--- src/rtl/arcade_io_pkg.sv ---
//==========================================================================
// Arcade I/O shared definitions
// Scan codes, button positions, DAC levels, PLL management words and
// download stream indices used across the input and config glue
//==========================================================================
`default_nettype none

package arcade_io_pkg;

	// PS/2 event word, toggle in bit 10, pressed in bit 9, code in 7..0
	localparam int KEY_EVENT_W = 11;

	// System keys
	localparam logic [7:0] SC_START1  = 8'h16;
	localparam logic [7:0] SC_START2  = 8'h1E;
	localparam logic [7:0] SC_COIN1   = 8'h2E;
	localparam logic [7:0] SC_COIN2   = 8'h36;
	localparam logic [7:0] SC_SERVICE = 8'h46;
	localparam logic [7:0] SC_PAUSE   = 8'h4D;

	// Player keys, cursor block plus ctrl and alt
	localparam logic [7:0] SC_UP      = 8'h75;
	localparam logic [7:0] SC_DOWN    = 8'h72;
	localparam logic [7:0] SC_LEFT    = 8'h6B;
	localparam logic [7:0] SC_RIGHT   = 8'h74;
	localparam logic [7:0] SC_SHOT    = 8'h14;
	localparam logic [7:0] SC_MISSILE = 8'h11;

	// Bit positions in the 12-bit held-button vector
	typedef enum logic [3:0] {
		BTN_START1  = 4'd0,
		BTN_START2  = 4'd1,
		BTN_COIN1   = 4'd2,
		BTN_COIN2   = 4'd3,
		BTN_SERVICE = 4'd4,
		BTN_PAUSE   = 4'd5,
		BTN_UP      = 4'd6,
		BTN_DOWN    = 4'd7,
		BTN_LEFT    = 4'd8,
		BTN_RIGHT   = 4'd9,
		BTN_SHOT    = 4'd10,
		BTN_MISSILE = 4'd11
	} btn_idx_e;

	// Measured output of the weighted resistor DAC on the PCB
	localparam logic [7:0] COLOR_LEVELS [16] = '{
		8'd0,   8'd14,  8'd31,  8'd45,
		8'd66,  8'd80,  8'd96,  8'd111,
		8'd144, 8'd158, 8'd175, 8'd190,
		8'd210, 8'd225, 8'd241, 8'd255
	};

	// PLL management registers
	localparam logic [5:0] PLL_ADDR_MODE  = 6'd0;
	localparam logic [5:0] PLL_ADDR_FRAC  = 6'd7;
	localparam logic [5:0] PLL_ADDR_START = 6'd2;

	// Fractional divider words, native rate and ~1% slower for 60 Hz vsync
	localparam logic [31:0] PLL_FRAC_NATIVE     = 32'd3639383488;
	localparam logic [31:0] PLL_FRAC_UNDERCLOCK = 32'd3262113561;

	// Download stream targets
	localparam logic [7:0] DL_INDEX_ROM = 8'd1;
	localparam logic [7:0] DL_INDEX_DIP = 8'd254;

endpackage

`default_nettype wire

--- src/rtl/ps2_button_decoder.sv ---
//==========================================================================
// PS/2 button decoder
// Tracks twelve held keys from the PS/2 key-event word
//==========================================================================
`default_nettype none

module ps2_button_decoder
	import arcade_io_pkg::*;
(
	input  wire logic                   CLK_49M,
	input  wire logic                   arst_n,
	input  wire logic [KEY_EVENT_W-1:0] ps2_key,
	output logic      [11:0]            buttons
);

	// Event fields
	logic       pressed;
	logic [7:0] code;
	logic       toggle_q;
	logic       key_event;

	assign pressed = ps2_key[9];
	assign code    = ps2_key[7:0];

	// New event whenever bit 10 flips
	assign key_event = ps2_key[10] != toggle_q;

	//======================================================================
	// Held-key state
	//======================================================================
	always_ff @(posedge CLK_49M or negedge arst_n) begin
		if (!arst_n) begin
			toggle_q <= 1'b0;
			buttons  <= '0;
		end else begin
			toggle_q <= ps2_key[10];
			if (key_event) begin
				// Unlisted codes fall through untouched
				case (code)
					SC_START1:  buttons[BTN_START1]  <= pressed;
					SC_START2:  buttons[BTN_START2]  <= pressed;
					SC_COIN1:   buttons[BTN_COIN1]   <= pressed;
					SC_COIN2:   buttons[BTN_COIN2]   <= pressed;
					SC_SERVICE: buttons[BTN_SERVICE] <= pressed;
					SC_PAUSE:   buttons[BTN_PAUSE]   <= pressed;
					// Player keys
					SC_UP:      buttons[BTN_UP]      <= pressed;
					SC_DOWN:    buttons[BTN_DOWN]    <= pressed;
					SC_LEFT:    buttons[BTN_LEFT]    <= pressed;
					SC_RIGHT:   buttons[BTN_RIGHT]   <= pressed;
					SC_SHOT:    buttons[BTN_SHOT]    <= pressed;
					SC_MISSILE: buttons[BTN_MISSILE] <= pressed;
					default: begin
					end
				endcase
			end
		end
	end

endmodule

`default_nettype wire

--- src/rtl/control_mapper.sv ---
//==========================================================================
// Control mapper
// Merges held keys and USB joystick words into active-low game controls
//==========================================================================
`default_nettype none

module control_mapper
	import arcade_io_pkg::*;
(
	input  wire logic [11:0] buttons,
	input  wire logic [15:0] joystick_0,
	input  wire logic [15:0] joystick_1,
	output logic      [1:0]  coin,
	output logic      [1:0]  start_buttons,
	output logic      [3:0]  p1_joystick,
	output logic      [3:0]  p2_joystick,
	output logic      [2:0]  p1_buttons,
	output logic      [1:0]  p2_buttons,
	output logic             btn_service,
	output logic             pause_n
);

	// Joystick word bit positions
	localparam int JOY_RIGHT   = 0;
	localparam int JOY_LEFT    = 1;
	localparam int JOY_DOWN    = 2;
	localparam int JOY_UP      = 3;
	localparam int JOY_SHOT    = 4;
	localparam int JOY_MISSILE = 5;
	localparam int JOY_START1  = 6;
	localparam int JOY_COIN1   = 7;
	localparam int JOY_START2  = 8;
	localparam int JOY_PAUSE   = 9;

	// Either pad may drive the shared system buttons
	logic [15:0] joy_any;
	logic [5:0]  m_p1;
	logic [5:0]  m_p2;
	logic [5:0]  kb_player;

	assign joy_any = joystick_0 | joystick_1;

	// Keyboard player keys in joystick bit order
	assign kb_player = {buttons[BTN_MISSILE], buttons[BTN_SHOT], buttons[BTN_UP],
		buttons[BTN_DOWN], buttons[BTN_LEFT], buttons[BTN_RIGHT]};

	// Keyboard drives both players
	assign m_p1 = kb_player | joystick_0[JOY_MISSILE:JOY_RIGHT];
	assign m_p2 = kb_player | joystick_1[JOY_MISSILE:JOY_RIGHT];

	//======================================================================
	// Active-low outputs in game core order
	//======================================================================
	assign coin          = ~{buttons[BTN_COIN2], buttons[BTN_COIN1] | joy_any[JOY_COIN1]};
	assign start_buttons = ~{buttons[BTN_START2] | joy_any[JOY_START2],
		buttons[BTN_START1] | joy_any[JOY_START1]};
	// Right, left, down, up
	assign p1_joystick   = ~{m_p1[JOY_RIGHT], m_p1[JOY_LEFT], m_p1[JOY_DOWN], m_p1[JOY_UP]};
	assign p2_joystick   = ~{m_p2[JOY_RIGHT], m_p2[JOY_LEFT], m_p2[JOY_DOWN], m_p2[JOY_UP]};
	// Third P1 button unused on this board
	assign p1_buttons    = {1'b1, ~m_p1[JOY_MISSILE], ~m_p1[JOY_SHOT]};
	assign p2_buttons    = ~{m_p2[JOY_MISSILE], m_p2[JOY_SHOT]};
	assign btn_service   = ~buttons[BTN_SERVICE];
	assign pause_n       = ~(buttons[BTN_PAUSE] | joy_any[JOY_PAUSE]);

endmodule

`default_nettype wire

--- src/rtl/dip_config_regs.sv ---
//==========================================================================
// DIP switch and ROM set capture
// Holds DIP bytes and the set-3 flag written by the download stream
//==========================================================================
`default_nettype none

module dip_config_regs
	import arcade_io_pkg::*;
#(
	parameter int DIP_BANKS = 2
) (
	input  wire logic        CLK_49M,
	input  wire logic        arst_n,
	input  wire logic        ioctl_wr,
	input  wire logic [7:0]  ioctl_index,
	input  wire logic [24:0] ioctl_addr,
	input  wire logic [7:0]  ioctl_dout,
	output logic      [15:0] dip_sw,
	output logic             is_set3
);

	localparam int BANK_W = (DIP_BANKS > 1) ? $clog2(DIP_BANKS) : 1;

	// Stored bytes hold the active-low menu settings
	logic [7:0]        dip_bytes [DIP_BANKS];
	logic              dip_hit;
	logic              rom_hit;
	logic [BANK_W-1:0] bank_sel;

	// Address decode
	assign dip_hit  = ioctl_wr && (ioctl_index == DL_INDEX_DIP) &&
		(ioctl_addr < 25'(DIP_BANKS));
	assign rom_hit  = ioctl_wr && (ioctl_index == DL_INDEX_ROM) && (ioctl_addr == '0);
	assign bank_sel = ioctl_addr[BANK_W-1:0];

	always_ff @(posedge CLK_49M or negedge arst_n) begin
		if (!arst_n) begin
			for (int i = 0; i < DIP_BANKS; i++) begin
				dip_bytes[i] <= '0;
			end
			is_set3 <= 1'b0;
		end else begin
			if (dip_hit) begin
				dip_bytes[bank_sel] <= ioctl_dout;
			end
			// First ROM byte flags the set-3 board
			if (rom_hit) begin
				is_set3 <= ioctl_dout[0];
			end
		end
	end

	// Bank 1 in the high byte, missing banks read as switches off
	always_comb begin
		dip_sw = '1;
		for (int i = 0; i < DIP_BANKS; i++) begin
			if (i < 2) begin
				dip_sw[i*8 +: 8] = ~dip_bytes[i];
			end
		end
	end

endmodule

`default_nettype wire

--- src/rtl/pll_reconfig_seq.sv ---
//==========================================================================
// PLL reconfiguration sequencer
// Applies the underclock setting through three management writes
// whenever the synchronised setting settles on a new value
//==========================================================================
`default_nettype none

module pll_reconfig_seq
	import arcade_io_pkg::*;
(
	input  wire logic        CLK_49M,
	input  wire logic        arst_n,
	input  wire logic        underclock,
	input  wire logic        cfg_waitrequest,
	output logic             cfg_write,
	output logic      [5:0]  cfg_address,
	output logic      [31:0] cfg_data
);

	// Write steps of the eight-step sequence
	localparam logic [2:0] STEP_MODE  = 3'd1;
	localparam logic [2:0] STEP_FRAC  = 3'd5;
	localparam logic [2:0] STEP_START = 3'd7;

	logic       uc_meta;
	logic       uc_sync;
	logic       uc_applied;
	logic [2:0] step;
	logic       seq_start;
	logic       write_step;

	// Settled, new, and no sequence in flight
	assign seq_start = (uc_meta == uc_sync) && (uc_sync != uc_applied) && (step == 3'd0);

	//======================================================================
	// Synchroniser and step counter
	//======================================================================
	always_ff @(posedge CLK_49M or negedge arst_n) begin
		if (!arst_n) begin
			uc_meta    <= 1'b0;
			uc_sync    <= 1'b0;
			uc_applied <= 1'b0;
			step       <= 3'd0;
		end else begin
			uc_meta <= underclock;
			uc_sync <= uc_meta;
			if (seq_start) begin
				step       <= STEP_MODE;
				uc_applied <= uc_sync;
			end else if (!cfg_waitrequest && (step != 3'd0)) begin
				// Freezes under back-pressure, wraps to idle after step 7
				step <= step + 3'd1;
			end
		end
	end

	//======================================================================
	// Management port
	//======================================================================
	assign write_step = (step == STEP_MODE) || (step == STEP_FRAC) || (step == STEP_START);

	// Only on accepted cycles, so each step pulses once
	assign cfg_write = write_step && !cfg_waitrequest;

	always_comb begin
		cfg_address = PLL_ADDR_MODE;
		cfg_data    = '0;
		case (step)
			STEP_FRAC: begin
				cfg_address = PLL_ADDR_FRAC;
				cfg_data    = uc_applied ? PLL_FRAC_UNDERCLOCK : PLL_FRAC_NATIVE;
			end
			STEP_START: cfg_address = PLL_ADDR_START;
			default: begin
			end
		endcase
	end

endmodule

`default_nettype wire

--- src/rtl/color_dac.sv ---
//==========================================================================
// Colour DAC table
// 4-bit channels to 24-bit RGB through the measured levels
//==========================================================================
`default_nettype none

module color_dac
	import arcade_io_pkg::*;
(
	input  wire logic [3:0]  r_in,
	input  wire logic [3:0]  g_in,
	input  wire logic [3:0]  b_in,
	output logic      [23:0] rgb_out
);

	logic [7:0] r_lvl;
	logic [7:0] g_lvl;
	logic [7:0] b_lvl;

	// Per-channel lookup
	assign r_lvl = COLOR_LEVELS[r_in];
	assign g_lvl = COLOR_LEVELS[g_in];
	assign b_lvl = COLOR_LEVELS[b_in];

	// Red in the top byte
	assign rgb_out = {r_lvl, g_lvl, b_lvl};

endmodule

`default_nettype wire

--- src/rtl/tp84_io_top.sv ---
//==========================================================================
// Arcade board I/O top level
// Keyboard and joystick controls, DIP capture, colour table and PLL
// reconfiguration for the game core
//==========================================================================
`default_nettype none

module tp84_io_top
	import arcade_io_pkg::*;
#(
	parameter int DIP_BANKS = 2
) (
	input  wire logic                   CLK_49M,
	input  wire logic                   arst_n,
	// Keyboard and USB pads
	input  wire logic [KEY_EVENT_W-1:0] ps2_key,
	input  wire logic [15:0]            joystick_0,
	input  wire logic [15:0]            joystick_1,
	// Download stream
	input  wire logic                   ioctl_wr,
	input  wire logic [7:0]             ioctl_index,
	input  wire logic [24:0]            ioctl_addr,
	input  wire logic [7:0]             ioctl_dout,
	// PLL management
	input  wire logic                   underclock,
	input  wire logic                   cfg_waitrequest,
	output logic                        cfg_write,
	output logic      [5:0]             cfg_address,
	output logic      [31:0]            cfg_data,
	// Game controls, active low
	output logic      [1:0]             coin,
	output logic      [1:0]             start_buttons,
	output logic      [3:0]             p1_joystick,
	output logic      [3:0]             p2_joystick,
	output logic      [2:0]             p1_buttons,
	output logic      [1:0]             p2_buttons,
	output logic                        btn_service,
	output logic                        pause_n,
	// Board configuration
	output logic      [15:0]            dip_sw,
	output logic                        is_set3,
	// Video colour
	input  wire logic [3:0]             r_in,
	input  wire logic [3:0]             g_in,
	input  wire logic [3:0]             b_in,
	output logic      [23:0]            rgb_out
);

	// Held keys, decoder to mapper
	logic [11:0] buttons;

	ps2_button_decoder ps2_button_decoder_i (
		.CLK_49M (CLK_49M),
		.arst_n  (arst_n),
		.ps2_key (ps2_key),
		.buttons (buttons)
	);

	control_mapper control_mapper_i (
		.buttons       (buttons),
		.joystick_0    (joystick_0),
		.joystick_1    (joystick_1),
		.coin          (coin),
		.start_buttons (start_buttons),
		.p1_joystick   (p1_joystick),
		.p2_joystick   (p2_joystick),
		.p1_buttons    (p1_buttons),
		.p2_buttons    (p2_buttons),
		.btn_service   (btn_service),
		.pause_n       (pause_n)
	);

	// Configuration registers next to the controls they steer
	dip_config_regs #(
		.DIP_BANKS (DIP_BANKS)
	) dip_config_regs_i (
		.CLK_49M     (CLK_49M),
		.arst_n      (arst_n),
		.ioctl_wr    (ioctl_wr),
		.ioctl_index (ioctl_index),
		.ioctl_addr  (ioctl_addr),
		.ioctl_dout  (ioctl_dout),
		.dip_sw      (dip_sw),
		.is_set3     (is_set3)
	);

	pll_reconfig_seq pll_reconfig_seq_i (
		.CLK_49M         (CLK_49M),
		.arst_n          (arst_n),
		.underclock      (underclock),
		.cfg_waitrequest (cfg_waitrequest),
		.cfg_write       (cfg_write),
		.cfg_address     (cfg_address),
		.cfg_data        (cfg_data)
	);

	color_dac color_dac_i (
		.r_in    (r_in),
		.g_in    (g_in),
		.b_in    (b_in),
		.rgb_out (rgb_out)
	);

endmodule

`default_nettype wire

--- config.mk ---
export PLATFORM = sky130hd
export DESIGN_NAME = tp84_io_top
export DESIGN_NICKNAME = d
export VERILOG_FILES = /design/src/rtl/arcade_io_pkg.sv /design/src/rtl/ps2_button_decoder.sv /design/src/rtl/control_mapper.sv /design/src/rtl/dip_config_regs.sv /design/src/rtl/pll_reconfig_seq.sv /design/src/rtl/color_dac.sv /design/src/rtl/tp84_io_top.sv
export SDC_FILE = /design/constraint.sdc
export NUM_CORES = 1
export LEC_CHECK = 0
export BUFFER_PORTS_ARGS = -buffer_cell sky130_fd_sc_hd__buf_2
export CAP_MARGIN = 20
export CORE_ASPECT_RATIO = 2
export CORE_MARGIN = 1
export CORE_UTILIZATION = 45
export DETAILED_ROUTE_END_ITERATION = 12
export HOLD_SLACK_MARGIN = 0.03
export MAX_ROUTING_LAYER = met4
export PLACE_DENSITY_LB_ADDON = 0.1
export SETUP_SLACK_MARGIN = 0.5
export SYNTH_ARGS = -nofsm -noshare
export SYNTH_HDL_FRONTEND = slang
export SYNTH_SLANG_ARGS = --single-unit
--- constraint.sdc ---
create_clock -name CLK_49M -period 4.17 [get_ports CLK_49M]
set_input_delay 0.6255 -clock CLK_49M [delete_from_list [all_inputs] [get_ports CLK_49M]]
set_output_delay 0.6255 -clock CLK_49M [all_outputs]
set_load 0.05 [all_outputs]
==> summary.md <==
| Metric | Value |
|---|---|
| Outcome | `completed` |
| VDD IR max | `235 µV` |
| Share of layout cells above drive strength 1 | `49.7%` |
| Final period utilization | `57.8%` |
| Synth-to-Final Area Change | `29.1%` |
| Post-synth EDFFs | `0` |
| CP Launch Type | `primary input` |
| Post-Syn Instances | `304` |
| Routed via count | `2541` |
| Die Area | `0.00670 mm²` |
| Final Hold Fails | `0` |
| Slowest-stage cell, CP | `mux4_2` |
| I/O Pins | `200` |
| Predominant post-synthesis flop cell | `dfrtp_1` |
| Setup ws final | `1.76 ns` |
| Clk_skew | `0.00521 ns` |
| First-pass GRT wire length | `9690 µm` |
| Max-cap violations | `0` |
| Total gr overflow | `0` |
| # fillers | `586` |
| Top-count cell post-synth | `buf_4` |
| Post-route cell area | `0.00369 mm²` |
| Clk_lat worst skew | `0.28 ns` |
| RSZ-0062 raised after global routing | `false` |
| Synth Warn # | `0` |
| Cell taking the most area after synthesis | `dfrtp_1` |
| Longest Clk Path Bufs | `2` |
| Tot GR Track Use | `19.4%` |
| H-tree lvl count | `2` |
| DR WL/cell | `12.0 µm` |
| Asr flop ratio synth | `100%` |
| Final wirelength | `6330 µm` |
| Worst-path maximum fanout | `5` |
| CTS buffer count | `5` |
| Clock edge transition at the registers on the reported setup and hold paths | `0.05 ns` |
| Fmax | `415 MHz` |
| Buffers on Ports | `174` |
| Worst EP required | `3.54 ns` |
| Top post-synthesis cells by area | `dfrtp_1 (31%), buf_4 (12%), ha_1 (9.6%)` |
| Pin count of the biggest net entering global routing | `37` |
| Register-to-register path setup slack | `2.38 ns` |
| Post-CTS setup buffer count | `0` |
| Share of the synthesized area in the top cell type | `31.5%` |
| Register bit total from synthesis | `36` |
| Drt drc | `0` |
| Fin nets | `567` |
| DIE WIDTH | `58.4 µm` |
| Tmin final | `2.41 ns` |
| Final max-slew violation count | `0` |
| Row count | `40` |
| Synth unique cells | `39` |
| Core area | `0.00606 mm²` |
| Cell Area, Synth | `0.00286 mm²` |
| Critical Path Max Stage Delay | `0.45 ns` |
| Post-synth top cells | `buf_4 (44), inv_1 (38), dfrtp_1 (36), nor2_1 (29), ha_1 (22)` |
| Hold WS | `0.398 ns` |
| Sequential fraction of the synthesis area | `31.5%` |
| TritonCTS clock tree | `yes` |
| Crit. End Element | `output pin` |
| Worst hold path class | `reg -> reg` |
| Worst EP arrival | `1.79 ns` |
| Root Driver | `clkbuf_16` |
| WS Path Type | `in -> out` |
| Die height | `115 µm` |
| Crit-path cells | `buf_2 > inv_1 > ha_1 > inv_1 > mux4_2 > buf_2` |
| Avg Cell Area, Syn | `9.41 µm²` |
| Worst slew margin | `47.4%` |
| Number of routed nets with antenna violations | `0` |
| Routability cong. | `0.799` |
| First-pass detailed-route iteration total | `4` |
| Initial core utilization | `47.3%` |
| DRC marker count from the first detailed-route iteration | `115` |
| Post-Place Setup Slack | `1.69 ns` |
| LEAKAGE | `0.00203 µW` |
| DP Area | `0.00351 mm²` |
| Vias per cell | `4.80` |
| Hold_buf cts | `0` |
| Setup violations, final | `0` |
| Total negative setup slack | `0 ns` |
| Post-cts sizing count | `0` |
| Initial antenna violation count | `0` |
| Ant. Diodes | `0` |
| Worst Tran Pin Value | `0.789 ns` |
| Pwr Density | `467 mW/mm²` |
| Post-DP HPWL | `5240 µm` |
| Clk sinks | `36` |
| Vias in the first global route | `2216` |
-- cells by family (layout without fill, tap and decap cells) --
group                      count (synthesis)  in the layout  synth area share [%]
and+or+nand+nor                           93             93                  19.1
buffers and inverters                     89            220                  17.7
DFF                                       36             36                  31.5
muxes                                     35             35                  15.7
AOI/OAI and AO/OA                         23             23                  4.90
adders and majority gates                 22             22                  9.62
xor gates and xnor gates                   4              4                  1.22
other                                      2             12                 0.262
-- critical path: cells and delay by family --
| family | cells | cell delay (ns) |
|---|---|---|
| adders and majority gates | 1 | 0.18 |
| muxes | 1 | 0.45 |
| buffers and inverters | 4 | 0.53 |
-- area by class of cell --
cell class / instances / area, µm² / area share (%)
Inverter: 38 / 143 / 3.86
Timing Repair Buffer: 174 / 871 / 23.6
Multi-Input combinational cell: 189 / 1490 / 40.4
Sequential cell: 36 / 901 / 24.4
Clock buffer: 7 / 153 / 4.13
Tap cell: 84 / 105 / 2.85
Clock inverter: 1 / 30.0 / 0.813
-- path summary, 6_finish.rpt --
path                                                from                               to  cells past startpoint
setup / recovery                                 g_in[0]                      rgb_out[12]                      6
hold / removal                pll_reconfig_seq_i.uc_meta       pll_reconfig_seq_i.uc_sync                      0
setup reg to reg           ps2_button_decoder_i.toggle_q  ps2_button_decoder_i.buttons[4]                      4
hold reg to reg               pll_reconfig_seq_i.uc_meta       pll_reconfig_seq_i.uc_sync                      0
max in group asynchronous                         arst_n  ps2_button_decoder_i.buttons[3]                      1
min in group asynchronous                         arst_n   dip_config_regs_i.dip_bytes[9]                      1
-- sequential cells by signal (all words and copies together) (netlist names) --
| signal | cells |
|---|---|
| dip_config_regs_i.is_set3 | 1 |
| ps2_button_decoder_i.toggle_q | 1 |
| dip_config_regs_i.dip_bytes | 16 |
| pll_reconfig_seq_i.uc_applied | 1 |
| pll_reconfig_seq_i.step | 3 |
| pll_reconfig_seq_i.uc_meta | 1 |
| pll_reconfig_seq_i.uc_sync | 1 |
| ps2_button_decoder_i.buttons | 12 |
-- per-layer routing --
metal	routed length, µm	part of all wire (%)	GRT usage [%]
met5	0	0	-
met2	3610	57	36.9
met4	96	1.5	7.30
met1	2250	36	18.8
met3	371	5.9	3.15
-- report_power, final --
group	switching, µW	internal [µW]
logic	673	197
clock network	136	314
registers	24.2	378
total	834	889
-- metrics by stage --
stage | total power (µW) | instances | util (%)
global placement | 1280 | 521 | 58.0
floorplan | 1220 | 314 | -
detailed placement | 1280 | 521 | 58.0
finish | 1720 | 529 | 61.0
global route | 1810 | 529 | 61.0
CTS | 1740 | 529 | 61.0
-- placed cells by master, fill, tap and decap left out, types with 2 or more instances in the layout --
| cell type | Yosys | routed |
|---|---|---|
| conb_1 | 2 | 12 |
| nor4_4 | 2 | 2 |
| buf_2 | 0 | 174 |
| nor3b_1 | 4 | 4 |
| o31ai_1 | 4 | 4 |
| nor4_2 | 2 | 2 |
| dfrtp_1 | 36 | 36 |
| ha_1 | 22 | 22 |
| o21ai_0 | 6 | 6 |
| mux2i_1 | 4 | 4 |
| a221oi_1 | 2 | 2 |
| nand2b_1 | 4 | 4 |
| a21oi_1 | 9 | 9 |
| nor2_1 | 29 | 29 |
| nand3_1 | 8 | 8 |
| clkbuf_8 | 0 | 2 |
| nor3_1 | 11 | 11 |
| xnor2_1 | 2 | 2 |
| nand4b_1 | 3 | 3 |
| nand4_1 | 6 | 6 |
| mux2_2 | 21 | 21 |
| xor2_1 | 2 | 2 |
| nor4_1 | 3 | 3 |
| nand2_1 | 9 | 9 |
| mux4_2 | 3 | 3 |
| clkbuf_16 | 0 | 5 |
| mux2_4 | 7 | 7 |
| inv_1 | 38 | 38 |
| nor2b_1 | 4 | 4 |
(Power assumes the default switching activity.)
